### src/lvdc_pkg.sv
`default_nettype none

package lvdc_pkg;

    //////////////////////////////
    // widths
    //////////////////////////////

    localparam int OPCODE_W = 4;  // operation code.
    localparam int ADDR_W   = 9;  // operand address, top bit doubles as HOP module bit.
    localparam int PHASE_W  = 3;  // phase count.
    localparam int BT_W     = 5;  // bit-time count.

    // seven phase clocks make one bit time.
    localparam int PHASES = 7;

    //////////////////////////////
    // opcodes
    //////////////////////////////

    // module transfer, no memory access.
    localparam logic [OPCODE_W-1:0] OP_HOP = 4'b0000;

    // store, write replaces the read.
    localparam logic [OPCODE_W-1:0] OP_STO = 4'b1011;

endpackage

`default_nettype wire

### src/timing_if.sv
`timescale 1ns/1ps
`default_nettype none

interface timing_if;

    logic [lvdc_pkg::PHASE_W-1:0] phase;     // 0 .. PHASES-1.
    logic [lvdc_pkg::BT_W-1:0]    bit_time;  // 0 .. BIT_TIMES-1.
    logic                         word_start;
    logic                         word_end;

    // phase generator side.
    modport source (
        output phase,
        output bit_time,
        output word_start,
        output word_end
    );

    // users of the word timing.
    modport sink (
        input phase,
        input bit_time,
        input word_start,
        input word_end
    );

endinterface

`default_nettype wire

### src/phase_clock.sv
`timescale 1ns/1ps
`default_nettype none

module phase_clock #(
    parameter int BIT_TIMES = 14
) (
    input  wire      sim_clk,
    input  wire      arst_n,
    timing_if.source tim
);

    localparam logic [lvdc_pkg::PHASE_W-1:0] LAST_PHASE =
        lvdc_pkg::PHASE_W'(lvdc_pkg::PHASES - 1);
    localparam logic [lvdc_pkg::BT_W-1:0] LAST_BT =
        lvdc_pkg::BT_W'(BIT_TIMES - 1);

    logic [lvdc_pkg::PHASE_W-1:0] phase_cnt;
    logic [lvdc_pkg::BT_W-1:0]    bt_cnt;

    //////////////////////////////
    // counters
    //////////////////////////////

    // bit time steps on the phase wrap.
    always_ff @(posedge sim_clk or negedge arst_n) begin
        if (!arst_n) begin
            phase_cnt <= '0;
            bt_cnt    <= '0;
        end else if (phase_cnt == LAST_PHASE) begin
            phase_cnt <= '0;
            if (bt_cnt == LAST_BT) begin
                bt_cnt <= '0;  // new word.
            end else begin
                bt_cnt <= bt_cnt + 1'b1;
            end
        end else begin
            phase_cnt <= phase_cnt + 1'b1;
        end
    end

    //////////////////////////////
    // word strobes
    //////////////////////////////

    assign tim.phase    = phase_cnt;
    assign tim.bit_time = bt_cnt;

    // counts sit at zero out of reset, so the first cycle is a word start.
    assign tim.word_start = (phase_cnt == '0) && (bt_cnt == '0);
    assign tim.word_end   = (phase_cnt == LAST_PHASE) && (bt_cnt == LAST_BT);

endmodule

`default_nettype wire

### src/cycle_control.sv
`timescale 1ns/1ps
`default_nettype none

module cycle_control (
    input  wire                          sim_clk,
    input  wire                          arst_n,
    input  wire                          start,
    input  wire                          halt,
    input  wire [lvdc_pkg::OPCODE_W-1:0] op_code,
    input  wire [lvdc_pkg::ADDR_W-1:0]   operand,
    timing_if.sink                       tim,
    output logic                         run,
    output logic                         rd_req,
    output logic                         wr_req,
    output logic [lvdc_pkg::ADDR_W-1:0]  op_addr
);

    logic capture;
    logic is_hop;
    logic is_sto;

    //////////////////////////////
    // run / halt
    //////////////////////////////

    // decided at word end, halt wins over start.
    always_ff @(posedge sim_clk or negedge arst_n) begin
        if (!arst_n) begin
            run <= 1'b0;
        end else if (tim.word_end) begin
            if (halt) begin
                run <= 1'b0;
            end else if (start) begin
                run <= 1'b1;
            end
        end
    end

    //////////////////////////////
    // operation capture
    //////////////////////////////

    assign capture = tim.word_start && run;
    assign is_hop  = (op_code == lvdc_pkg::OP_HOP);
    assign is_sto  = (op_code == lvdc_pkg::OP_STO);

    // one-cycle requests; a store inhibits the read, a HOP asks for nothing.
    always_ff @(posedge sim_clk or negedge arst_n) begin
        if (!arst_n) begin
            rd_req <= 1'b0;
            wr_req <= 1'b0;
        end else begin
            rd_req <= capture && !is_hop && !is_sto;
            wr_req <= capture && is_sto;
        end
    end

    always_ff @(posedge sim_clk) begin
        if (capture) begin
            op_addr <= operand;  // held for the sequencer.
        end
    end

endmodule

`default_nettype wire

### src/module_select.sv
`timescale 1ns/1ps
`default_nettype none

module module_select (
    input  wire                          sim_clk,
    input  wire                          arst_n,
    input  wire                          run,
    input  wire [lvdc_pkg::OPCODE_W-1:0] op_code,
    input  wire [lvdc_pkg::ADDR_W-1:0]   operand,
    timing_if.sink                       tim,
    output logic                         sel_b
);

    logic hop_load;

    // a HOP taken at word start while running.
    assign hop_load = tim.word_start && run && (op_code == lvdc_pkg::OP_HOP);

    //////////////////////////////
    // current module
    //////////////////////////////

    // 0 selects module A, 1 selects module B.
    always_ff @(posedge sim_clk or negedge arst_n) begin
        if (!arst_n) begin
            sel_b <= 1'b0;
        end else if (hop_load) begin
            sel_b <= operand[lvdc_pkg::ADDR_W-1];  // bit 8 names the module.
        end
    end

endmodule

`default_nettype wire

### src/memory_sequencer.sv
`timescale 1ns/1ps
`default_nettype none

module memory_sequencer (
    input  wire                         sim_clk,
    input  wire                         arst_n,
    input  wire                         rd_req,
    input  wire                         wr_req,
    input  wire                         sel_b,
    input  wire  [lvdc_pkg::ADDR_W-1:0] op_addr,
    output logic                        mem_rd_a,
    output logic                        mem_rd_b,
    output logic                        mem_wr_a,
    output logic                        mem_wr_b,
    output logic [lvdc_pkg::ADDR_W-1:0] mem_addr
);

    logic any_req;

    assign any_req = rd_req || wr_req;

    //////////////////////////////
    // module strobes
    //////////////////////////////

    // the request is steered to one module, at most one strobe per word.
    always_ff @(posedge sim_clk or negedge arst_n) begin
        if (!arst_n) begin
            mem_rd_a <= 1'b0;
            mem_rd_b <= 1'b0;
            mem_wr_a <= 1'b0;
            mem_wr_b <= 1'b0;
        end else begin
            mem_rd_a <= rd_req && !sel_b;
            mem_rd_b <= rd_req && sel_b;
            mem_wr_a <= wr_req && !sel_b;
            mem_wr_b <= wr_req && sel_b;
        end
    end

    //////////////////////////////
    // address
    //////////////////////////////

    // last issued address, held between accesses.
    always_ff @(posedge sim_clk or negedge arst_n) begin
        if (!arst_n) begin
            mem_addr <= '0;
        end else if (any_req) begin
            mem_addr <= op_addr;
        end
    end

endmodule

`default_nettype wire

### src/lvdc_mem_top.sv
`timescale 1ns/1ps
`default_nettype none

module lvdc_mem_top #(
    parameter int BIT_TIMES = 14
) (
    input  wire                          sim_clk,
    input  wire                          arst_n,
    input  wire                          start,
    input  wire                          halt,
    input  wire [lvdc_pkg::OPCODE_W-1:0] op_code,
    input  wire [lvdc_pkg::ADDR_W-1:0]   operand,
    output wire                          run,
    output wire                          mem_rd_a,
    output wire                          mem_rd_b,
    output wire                          mem_wr_a,
    output wire                          mem_wr_b,
    output wire [lvdc_pkg::ADDR_W-1:0]   mem_addr,
    output wire                          word_start
);

    wire                        rd_req;
    wire                        wr_req;
    wire                        sel_b;
    wire [lvdc_pkg::ADDR_W-1:0] op_addr;

    timing_if tim ();

    assign word_start = tim.word_start;  // framing for the testbench.

    //////////////////////////////
    // timing
    //////////////////////////////

    phase_clock #(
        .BIT_TIMES (BIT_TIMES)
    ) u_phase_clock (
        .sim_clk (sim_clk),
        .arst_n  (arst_n),
        .tim     (tim.source)
    );

    //////////////////////////////
    // control
    //////////////////////////////

    cycle_control u_cycle_control (
        .sim_clk (sim_clk),
        .arst_n  (arst_n),
        .start   (start),
        .halt    (halt),
        .op_code (op_code),
        .operand (operand),
        .tim     (tim.sink),
        .run     (run),
        .rd_req  (rd_req),
        .wr_req  (wr_req),
        .op_addr (op_addr)
    );

    module_select u_module_select (
        .sim_clk (sim_clk),
        .arst_n  (arst_n),
        .run     (run),
        .op_code (op_code),
        .operand (operand),
        .tim     (tim.sink),
        .sel_b   (sel_b)
    );

    memory_sequencer u_memory_sequencer (
        .sim_clk  (sim_clk),
        .arst_n   (arst_n),
        .rd_req   (rd_req),
        .wr_req   (wr_req),
        .sel_b    (sel_b),
        .op_addr  (op_addr),
        .mem_rd_a (mem_rd_a),
        .mem_rd_b (mem_rd_b),
        .mem_wr_a (mem_wr_a),
        .mem_wr_b (mem_wr_b),
        .mem_addr (mem_addr)
    );

endmodule

`default_nettype wire

### config.mk
export PLATFORM = sky130hd
export DESIGN_NAME = lvdc_mem_top
export DESIGN_NICKNAME = d
export VERILOG_FILES = /design/src/lvdc_pkg.sv /design/src/timing_if.sv /design/src/phase_clock.sv /design/src/cycle_control.sv /design/src/module_select.sv /design/src/memory_sequencer.sv /design/src/lvdc_mem_top.sv
export SDC_FILE = /design/constraint.sdc
export NUM_CORES = 1
export LEC_CHECK = 0
export BUFFER_PORTS_ARGS = -buffer_cell sky130_fd_sc_hd__buf_2
export CAP_MARGIN = 15
export CORE_MARGIN = 10
export CORE_UTILIZATION = 51
export DETAILED_ROUTE_END_ITERATION = 8
export GPL_TIMING_DRIVEN = 0
export PLACE_DENSITY = 0.77
export SLEW_MARGIN = 15
export SYNTH_ARGS = -nofsm -noshare
export SYNTH_HDL_FRONTEND = slang
export SYNTH_HIERARCHICAL = 1
export SYNTH_SLANG_ARGS = --single-unit
### constraint.sdc
create_clock -name sim_clk -period 2 [get_ports sim_clk]
set_input_delay 0.3 -clock sim_clk [delete_from_list [all_inputs] [get_ports sim_clk]]
set_output_delay 0.3 -clock sim_clk [all_outputs]
set_load 0.02 [all_outputs]
==> flow_summary_export.csv, run 1 <==
group,metric,value,unit
detailed_routing,viasPerCell,5.29,
placement,gp_routability_congestion,0.830,
setup_path,worst_path_dominant_cell_family,"simple AND/OR/NAND/NOR gates",
min_path,classification_of_the_worst_slack_hold_path,"in2reg",
layout,post_route_cells_drive_above_1_share,0.383,
run,drv.max_cap_violation_count,0,
yosys,post-synth-top-area-cell,"dfrtp_1",
sta,worst-slew-pin-transition,0.548,ns
clock_network,tritoncts,"built",
clock_network,clk-insertion-delay-late,0.32,ns
run_status,run_status,"completed",
floorplanning,die_h,70.9,µm
global_route,grt_max_degree,26,
yosys,netlist_instances,93,
sta,fmax,551,MHz
clock_network,h-tree-depth,2,
clock_network,clk_sink_count,34,
yosys,synth.area.top_cells,"dfrtp_1 47%, edfxtp_1 20%, mux2_2 8.5%",
clock_network,path_clk_slew,0.09,ns
clock_network,ctsLongestPathBuffers,2,
clock_network,tritoncts.num_buffers,5,
min_path,min_path_cells,2,
layout,stdcell_count,163,
setup_path,critical_path_peak_fanout,7,
detailed_routing,routed-via-count,863,
setup_path,crit_path_end_kind,"output port",
setup_path,cp.required,1.70,ns
floorplanning,core.rowCount,18,
placement,place.port_buffers,31,
global_route,grt.overflow.total,0,
layout,final_core_util,0.635,
layout,final_design_area_no_fill,1570,µm²
pwr,powerDensity,700,nW/µm²
setup_path,criticalPathCategory,"reg2out",
setup_path,regToRegSetupSlack,0.26,ns
setup_path,slowest_library_cell_on_the_worst_path,"dfrtp_1",
sta,finalCriticalPeriod,1.81,ns
yosys,yosysSeqAreaShare,0.678,
setup_path,cp_slowest_stage_delay,0.47,ns
setup_path,r2r-end,"u_cycle_control/op_addr[3]",
clock_network,clk_root_buffer_cell,"clkbuf_4",
yosys,post-synth-top-area-fraction,0.473,
global_route,grt_pass1_vias,929,
min_path,min-delay-start,"halt",
detailed_routing,first_iteration_detailed_routing_drc_count,86,
layout,area_growth,19.1,%
setup_path,critical_path_buf_inv_count,1,
pwr,ir_drop_worst_case_vdd,480,µV
floorplanning,core_area,2480,µm²
floorplanning,number_of_placed_i_o_pins,32,
layout,layout_common_cells,"31 x buf_2, 25 x dfrtp_1, 10 x mux2_2",
sta,fin_crit_sh,0.907,
setup_path,timing.critical_path.cells,"nor4_1 -> and3_1 -> buf_2",
placement,dp_cells,154,
yosys,register_bit_count_reported_by_yosys,34,
detailed_routing,drtPass1Iterations,5,
detailed_routing,detail-route-antenna-nets,0,
pwr,leak_pwr,0.761,nW
sta,unrepaired_setup_endpoints_after_global_routing,"no",
placement,dpl-instance-area,1510,µm²
layout,num-nets-final,152,
setup_path,critPathLaunchType,"flip-flop",
yosys,synth.yosys.warnings,6,
setup_path,cp_data_arrival_time,1.51,ns
setup_path,rr_startpoint,"u_phase_clock/tim.phase[1]",
min_path,hold_end,"u_cycle_control/run",
sta,final.setup_skew,0.00440,ns
yosys,mappedNetlistArea,1320,µm²
detailed_routing,avgRoutedWirePerCell,15.2,µm
yosys,syn_nets,113,
yosys,synth_cell_types,26,
global_route,groute.usage.overall,0.101,
sta,timing.max_slew.rel_slack,0.634,
sta,timing.final.max_slew_violations,0,
floorplanning,start_util,0.533,
layout,diodes,0,
placement,placed_wire_length_estimate,1900,µm
detailed_routing,routed_wl,2470,µm
layout,mostFrequentLayoutCell,"buf_2",
global_route,grt_antenna_before_repair,0,
detailed_routing,post-route-drc-count,0,
setup_path,reg2regPathDepth,4,
sta,fin_hold_ws,0.142,ns
floorplanning,die_width,70.9,µm
yosys,synth_area_per_cell,14.2,µm²
floorplanning,design.die.area,5030,µm²
sta,setup_tns,0,ns
sta,timing.final.hold_violations,0,
setup_path,timing.critical_path.from,"u_phase_clock/tim.phase[1]",
global_route,wire_length_of_the_first_global_routing_pass,4100,µm
sta,final_setup_vio_count,0,
==> per-stage QoR <==
stage / setup slack [ns] / total power [W]
floorplan: 0.343 / 0.000745
global placement: 0.329 / 0.000776
detailed placement: 0.281 / 0.000779
CTS: 0.178 / 0.00112
global route: 0.0986 / 0.00116
finish: 0.185 / 0.00110
==> sequential cells by signal, indices dropped and copies added (netlist names) <==
signal                       flops
u_memory_sequencer/mem_wr_a      1
u_cycle_control/wr_req           1
u_phase_clock/tim.phase          3
u_cycle_control/run              1
u_memory_sequencer/mem_rd_a      1
u_memory_sequencer/mem_rd_b      1
u_memory_sequencer/mem_wr_b      1
u_memory_sequencer/mem_addr      9
u_phase_clock/tim.bit_time       5
u_module_select/sel_b            1
u_cycle_control/op_addr          9
u_cycle_control/rd_req           1
==> metal layers <==
| layer | routed length, µm | track usage |
|---|---|---|
| met2 | 1290 | 0.184 |
| met1 | 1000 | 0.0930 |
| met3 | 133 | 0.0418 |
| met4 | 49 | 0.0559 |
| met5 | 0 | 0 |
==> worst reg2reg max path, delay by kind of cell (launching register included) <==
kind	cells	cell delay [ns]
simple gates	3	0.65
buf+inv	1	0.29
flops	1	0.47
==> timing repair <==
item | in CTS | in global routing
gates resized for setup | 0 | 0
setup buffers | 0 | 0
hold endpoints to repair | 25 | 0
hold buffers | 1 | 0
==> Yosys cell counts, drive strengths merged <==
library cell	n
nor4	3
nand3	4
a311oi	1
nor3b	1
a31oi	1
edfxtp	9
nor2	3
or3	1
mux2i	1
or4	1
nand2	6
mux2	11
nand3b	1
o21ai	4
nand4b	1
and3b	1
nand2b	1
and2	2
nor2b	3
inv	4
dfrtp	25
ha	3
and3	1
a21oi	5
==> kinds of logic after synthesis <==
group,Yosys count,share of synthesized area
AOI/OAI and AO/OA,11,0.0455
adders and majority gates,3,0.0284
buffers and inverters,4,0.0114
DFF,34,0.678
muxes,12,0.104
and+or+nand+nor,29,0.133
==> final cells by class <==
class	instances	area (µm²)
tap	30	37.5
multi-input combinational	55	410
clock buffer	6	41.3
fill	194	903
timing repair buffer	32	165
inverter	4	15.0
clock inverter	2	8.76
sequential	34	896
==> where the power goes <==
part / internal [W] / switching, W / total, W
Combinational: 0.0000197 / 0.0000259 / 0.0000456
Clock: 0.000132 / 0.000206 / 0.000338
Sequential: 0.000716 / 0.00000207 / 0.000719
Total: 0.000868 / 0.000234 / 0.00110
==> worst max-delay path by stage <==
| stage | end | slack [ns] | cells past startpoint |
|---|---|---|---|
| floorplan | u_cycle_control/op_addr[0] | 0.34 | 4 |
| global placement | u_cycle_control/op_addr[0] | 0.33 | 4 |
| detailed placement | u_cycle_control/op_addr[3] | 0.28 | 4 |
| CTS | word_start | 0.18 | 3 |
| global route | word_start | 0.1 | 3 |
| finish | word_start | 0.19 | 3 |
Power figures use the tool's default switching activity.
==> run 2: changes to the inputs <==
==> constraint.sdc (replaced) <==
create_clock -name sim_clk -period 2 [get_ports sim_clk]
set_input_delay 0.1 -clock sim_clk [delete_from_list [all_inputs] [get_ports sim_clk]]
set_output_delay 0.1 -clock sim_clk [all_outputs]
set_load 0.02 [all_outputs]
==> run 2 against run 1 <==
Fmax up 4.9%. Sequential share of layout area shrank 3.7 points. Sequential power is essentially flat. Setup slack improved by 0.084 ns. Clock skew is 0.0013 ns higher.
==> flow_summary_export.csv, run 2 (synthesis results as in run 1) <==
group,metric,value,unit
run_status,run_status,"completed",
setup_path,critical_path_buf_inv_count,1,
pwr,powerDensity,665,nW/µm²
setup_path,cp_data_arrival_time,1.72,ns
layout,diodes,0,
setup_path,cp.required,1.99,ns
setup_path,worst_path_dominant_cell_family,"simple AND/OR/NAND/NOR gates",
clock_network,h-tree-depth,2,
global_route,grt_pass1_vias,981,
placement,gp_routability_congestion,0.830,
setup_path,critPathLaunchType,"flip-flop",
layout,area_growth,27.5,%
layout,num-nets-final,163,
sta,fin_crit_sh,0.865,
detailed_routing,post-route-drc-count,0,
detailed_routing,first_iteration_detailed_routing_drc_count,95,
sta,final_setup_vio_count,0,
clock_network,clk-insertion-delay-late,0.32,ns
detailed_routing,avgRoutedWirePerCell,14.9,µm
setup_path,criticalPathCategory,"reg2reg",
sta,final.setup_skew,0.00573,ns
clock_network,tritoncts.num_buffers,5,
global_route,grt_max_degree,26,
floorplanning,die_h,70.9,µm
sta,finalCriticalPeriod,1.73,ns
sta,setup_tns,0,ns
sta,timing.max_slew.rel_slack,0.634,
global_route,grt_antenna_before_repair,0,
global_route,wire_length_of_the_first_global_routing_pass,4370,µm
sta,unrepaired_setup_endpoints_after_global_routing,"no",
run,drv.max_cap_violation_count,0,
sta,timing.final.hold_violations,0,
clock_network,ctsLongestPathBuffers,2,
sta,timing.final.max_slew_violations,0,
layout,n_fill_cell,183,
detailed_routing,routed-via-count,898,
setup_path,crit_path_end_kind,"flip-flop",
layout,post_route_cells_drive_above_1_share,0.354,
min_path,classification_of_the_worst_slack_hold_path,"in2reg",
setup_path,timing.critical_path.cells,"nor4_1 -> and3_1 -> nand2_1 -> inv_1",
detailed_routing,drtPass1Iterations,4,
layout,multiInputGateArea,410,µm²
global_route,groute.usage.overall,0.108,
layout,final-seq-area,896,µm²
clock_network,clk_sink_count,34,
layout,final_design_area_no_fill,1680,µm²
global_route,grt.overflow.total,0,
sta,layout_setup_ws,0.269,ns
detailed_routing,viasPerCell,5.16,
placement,dpl_worst_slack,0.281,ns
floorplanning,core.rowCount,18,
clock_network,path_clk_slew,0.09,ns
clock_network,clk_root_buffer_cell,"clkbuf_4",
layout,stdcell_count,174,
detailed_routing,detail-route-antenna-nets,0,
floorplanning,start_util,0.533,
layout,mostFrequentLayoutCell,"buf_2",
floorplanning,design.die.area,5030,µm²
pwr,leak_pwr,0.807,nW
clock_network,post-cts-setup-buffer-count,0,
setup_path,cp_slowest_stage_delay,0.47,ns
detailed_routing,routed_wl,2600,µm
setup_path,critical_path_peak_fanout,9,
pwr,ir_drop_worst_case_vdd,479,µV
placement,dp_cells,154,
setup_path,slowest_library_cell_on_the_worst_path,"dfrtp_1",
placement,placed_wire_length_estimate,1900,µm
layout,layout_common_cells,"31 x buf_2, 25 x dfrtp_1, 12 x dlygate4sd3_1",
clock_network,tritoncts,"built",
sta,fmax,578,MHz
floorplanning,number_of_placed_i_o_pins,32,
layout,final_core_util,0.680,
placement,dpl-instance-area,1510,µm²
placement,place.port_buffers,31,
floorplanning,die_width,70.9,µm
floorplanning,core_area,2480,µm²
sta,worst-slew-pin-transition,0.550,ns
[run 2: cell types whose count changed in the layout (fill, tap and decap cells not counted), sizes merged]
cell	change
dlygate4sd3	+11
[run 2: layout make-up]
class                           instances  area share
Clock inverter                          2     0.00520
Timing Repair Buffer                   43       0.163
Sequential cell                        34       0.532
Inverter                                4     0.00892
Tap cell                               30      0.0223
Multi-Input combinational cell         55       0.244
Clock buffer                            6      0.0245
[run 2: worst paths after layout]
path,from,to,slack (ns),cells after the start
max in group asynchronous,arst_n,u_phase_clock/tim.bit_time[2],1.34,2
min in group asynchronous,arst_n,u_memory_sequencer/mem_wr_a,0.29,2
setup / recovery,u_phase_clock/tim.phase[1],u_cycle_control/op_addr[0],0.27,4
hold reg to reg,u_cycle_control/op_addr[6],u_memory_sequencer/mem_addr[6],0.48,1
setup reg to reg,u_phase_clock/tim.phase[1],u_cycle_control/op_addr[0],0.27,4
hold / removal,op_code[0],u_cycle_control/rd_req,0.02,2
[run 2: report_power, final]
group          internal [W]  leakage, nW  switching (W)  total [W]
Sequential         0.000716        0.397     0.00000209   0.000719
Clock              0.000132       0.0297       0.000207   0.000339
Combinational     0.0000337        0.381      0.0000288  0.0000625
Total              0.000882        0.807       0.000238    0.00112
[run 2: worst register-to-register path: stages, from the launching register on]
cell and delay (ns):
dfrtp_1 0.47, nor4_1 0.30, and3_1 0.24, nand2_1 0.10
inv_1 0.29
[run 2: metrics by stage]
step | hold WS [ns] | total power [W]
detailed placement | 0.120 | 0.000779
global placement | 0.117 | 0.000776
finish | 0.0195 | 0.00112
global route | 0.00489 | 0.00118
floorplan | -0.196 | 0.000745
CTS | 0.00862 | 0.00114
[run 2: routing by layer]
metal | vias up | GRT usage | share of wire | wire, µm
li1 | 436 | - | - | -
met1 | 430 | 0.0982 | 0.39 | 1010
met2 | 25 | 0.200 | 0.53 | 1380
met3 | 7 | 0.0432 | 0.062 | 160
met4 | 0 | 0.0559 | 0.019 | 50
met5 | - | 0 | 0 | 0
[run 2: what timing repair did]
item / 4_1_cts / 5_1_grt
hold endpoints to repair: 36 / 0
gates resized for setup: 0 / 0
hold buffers: 12 / 0
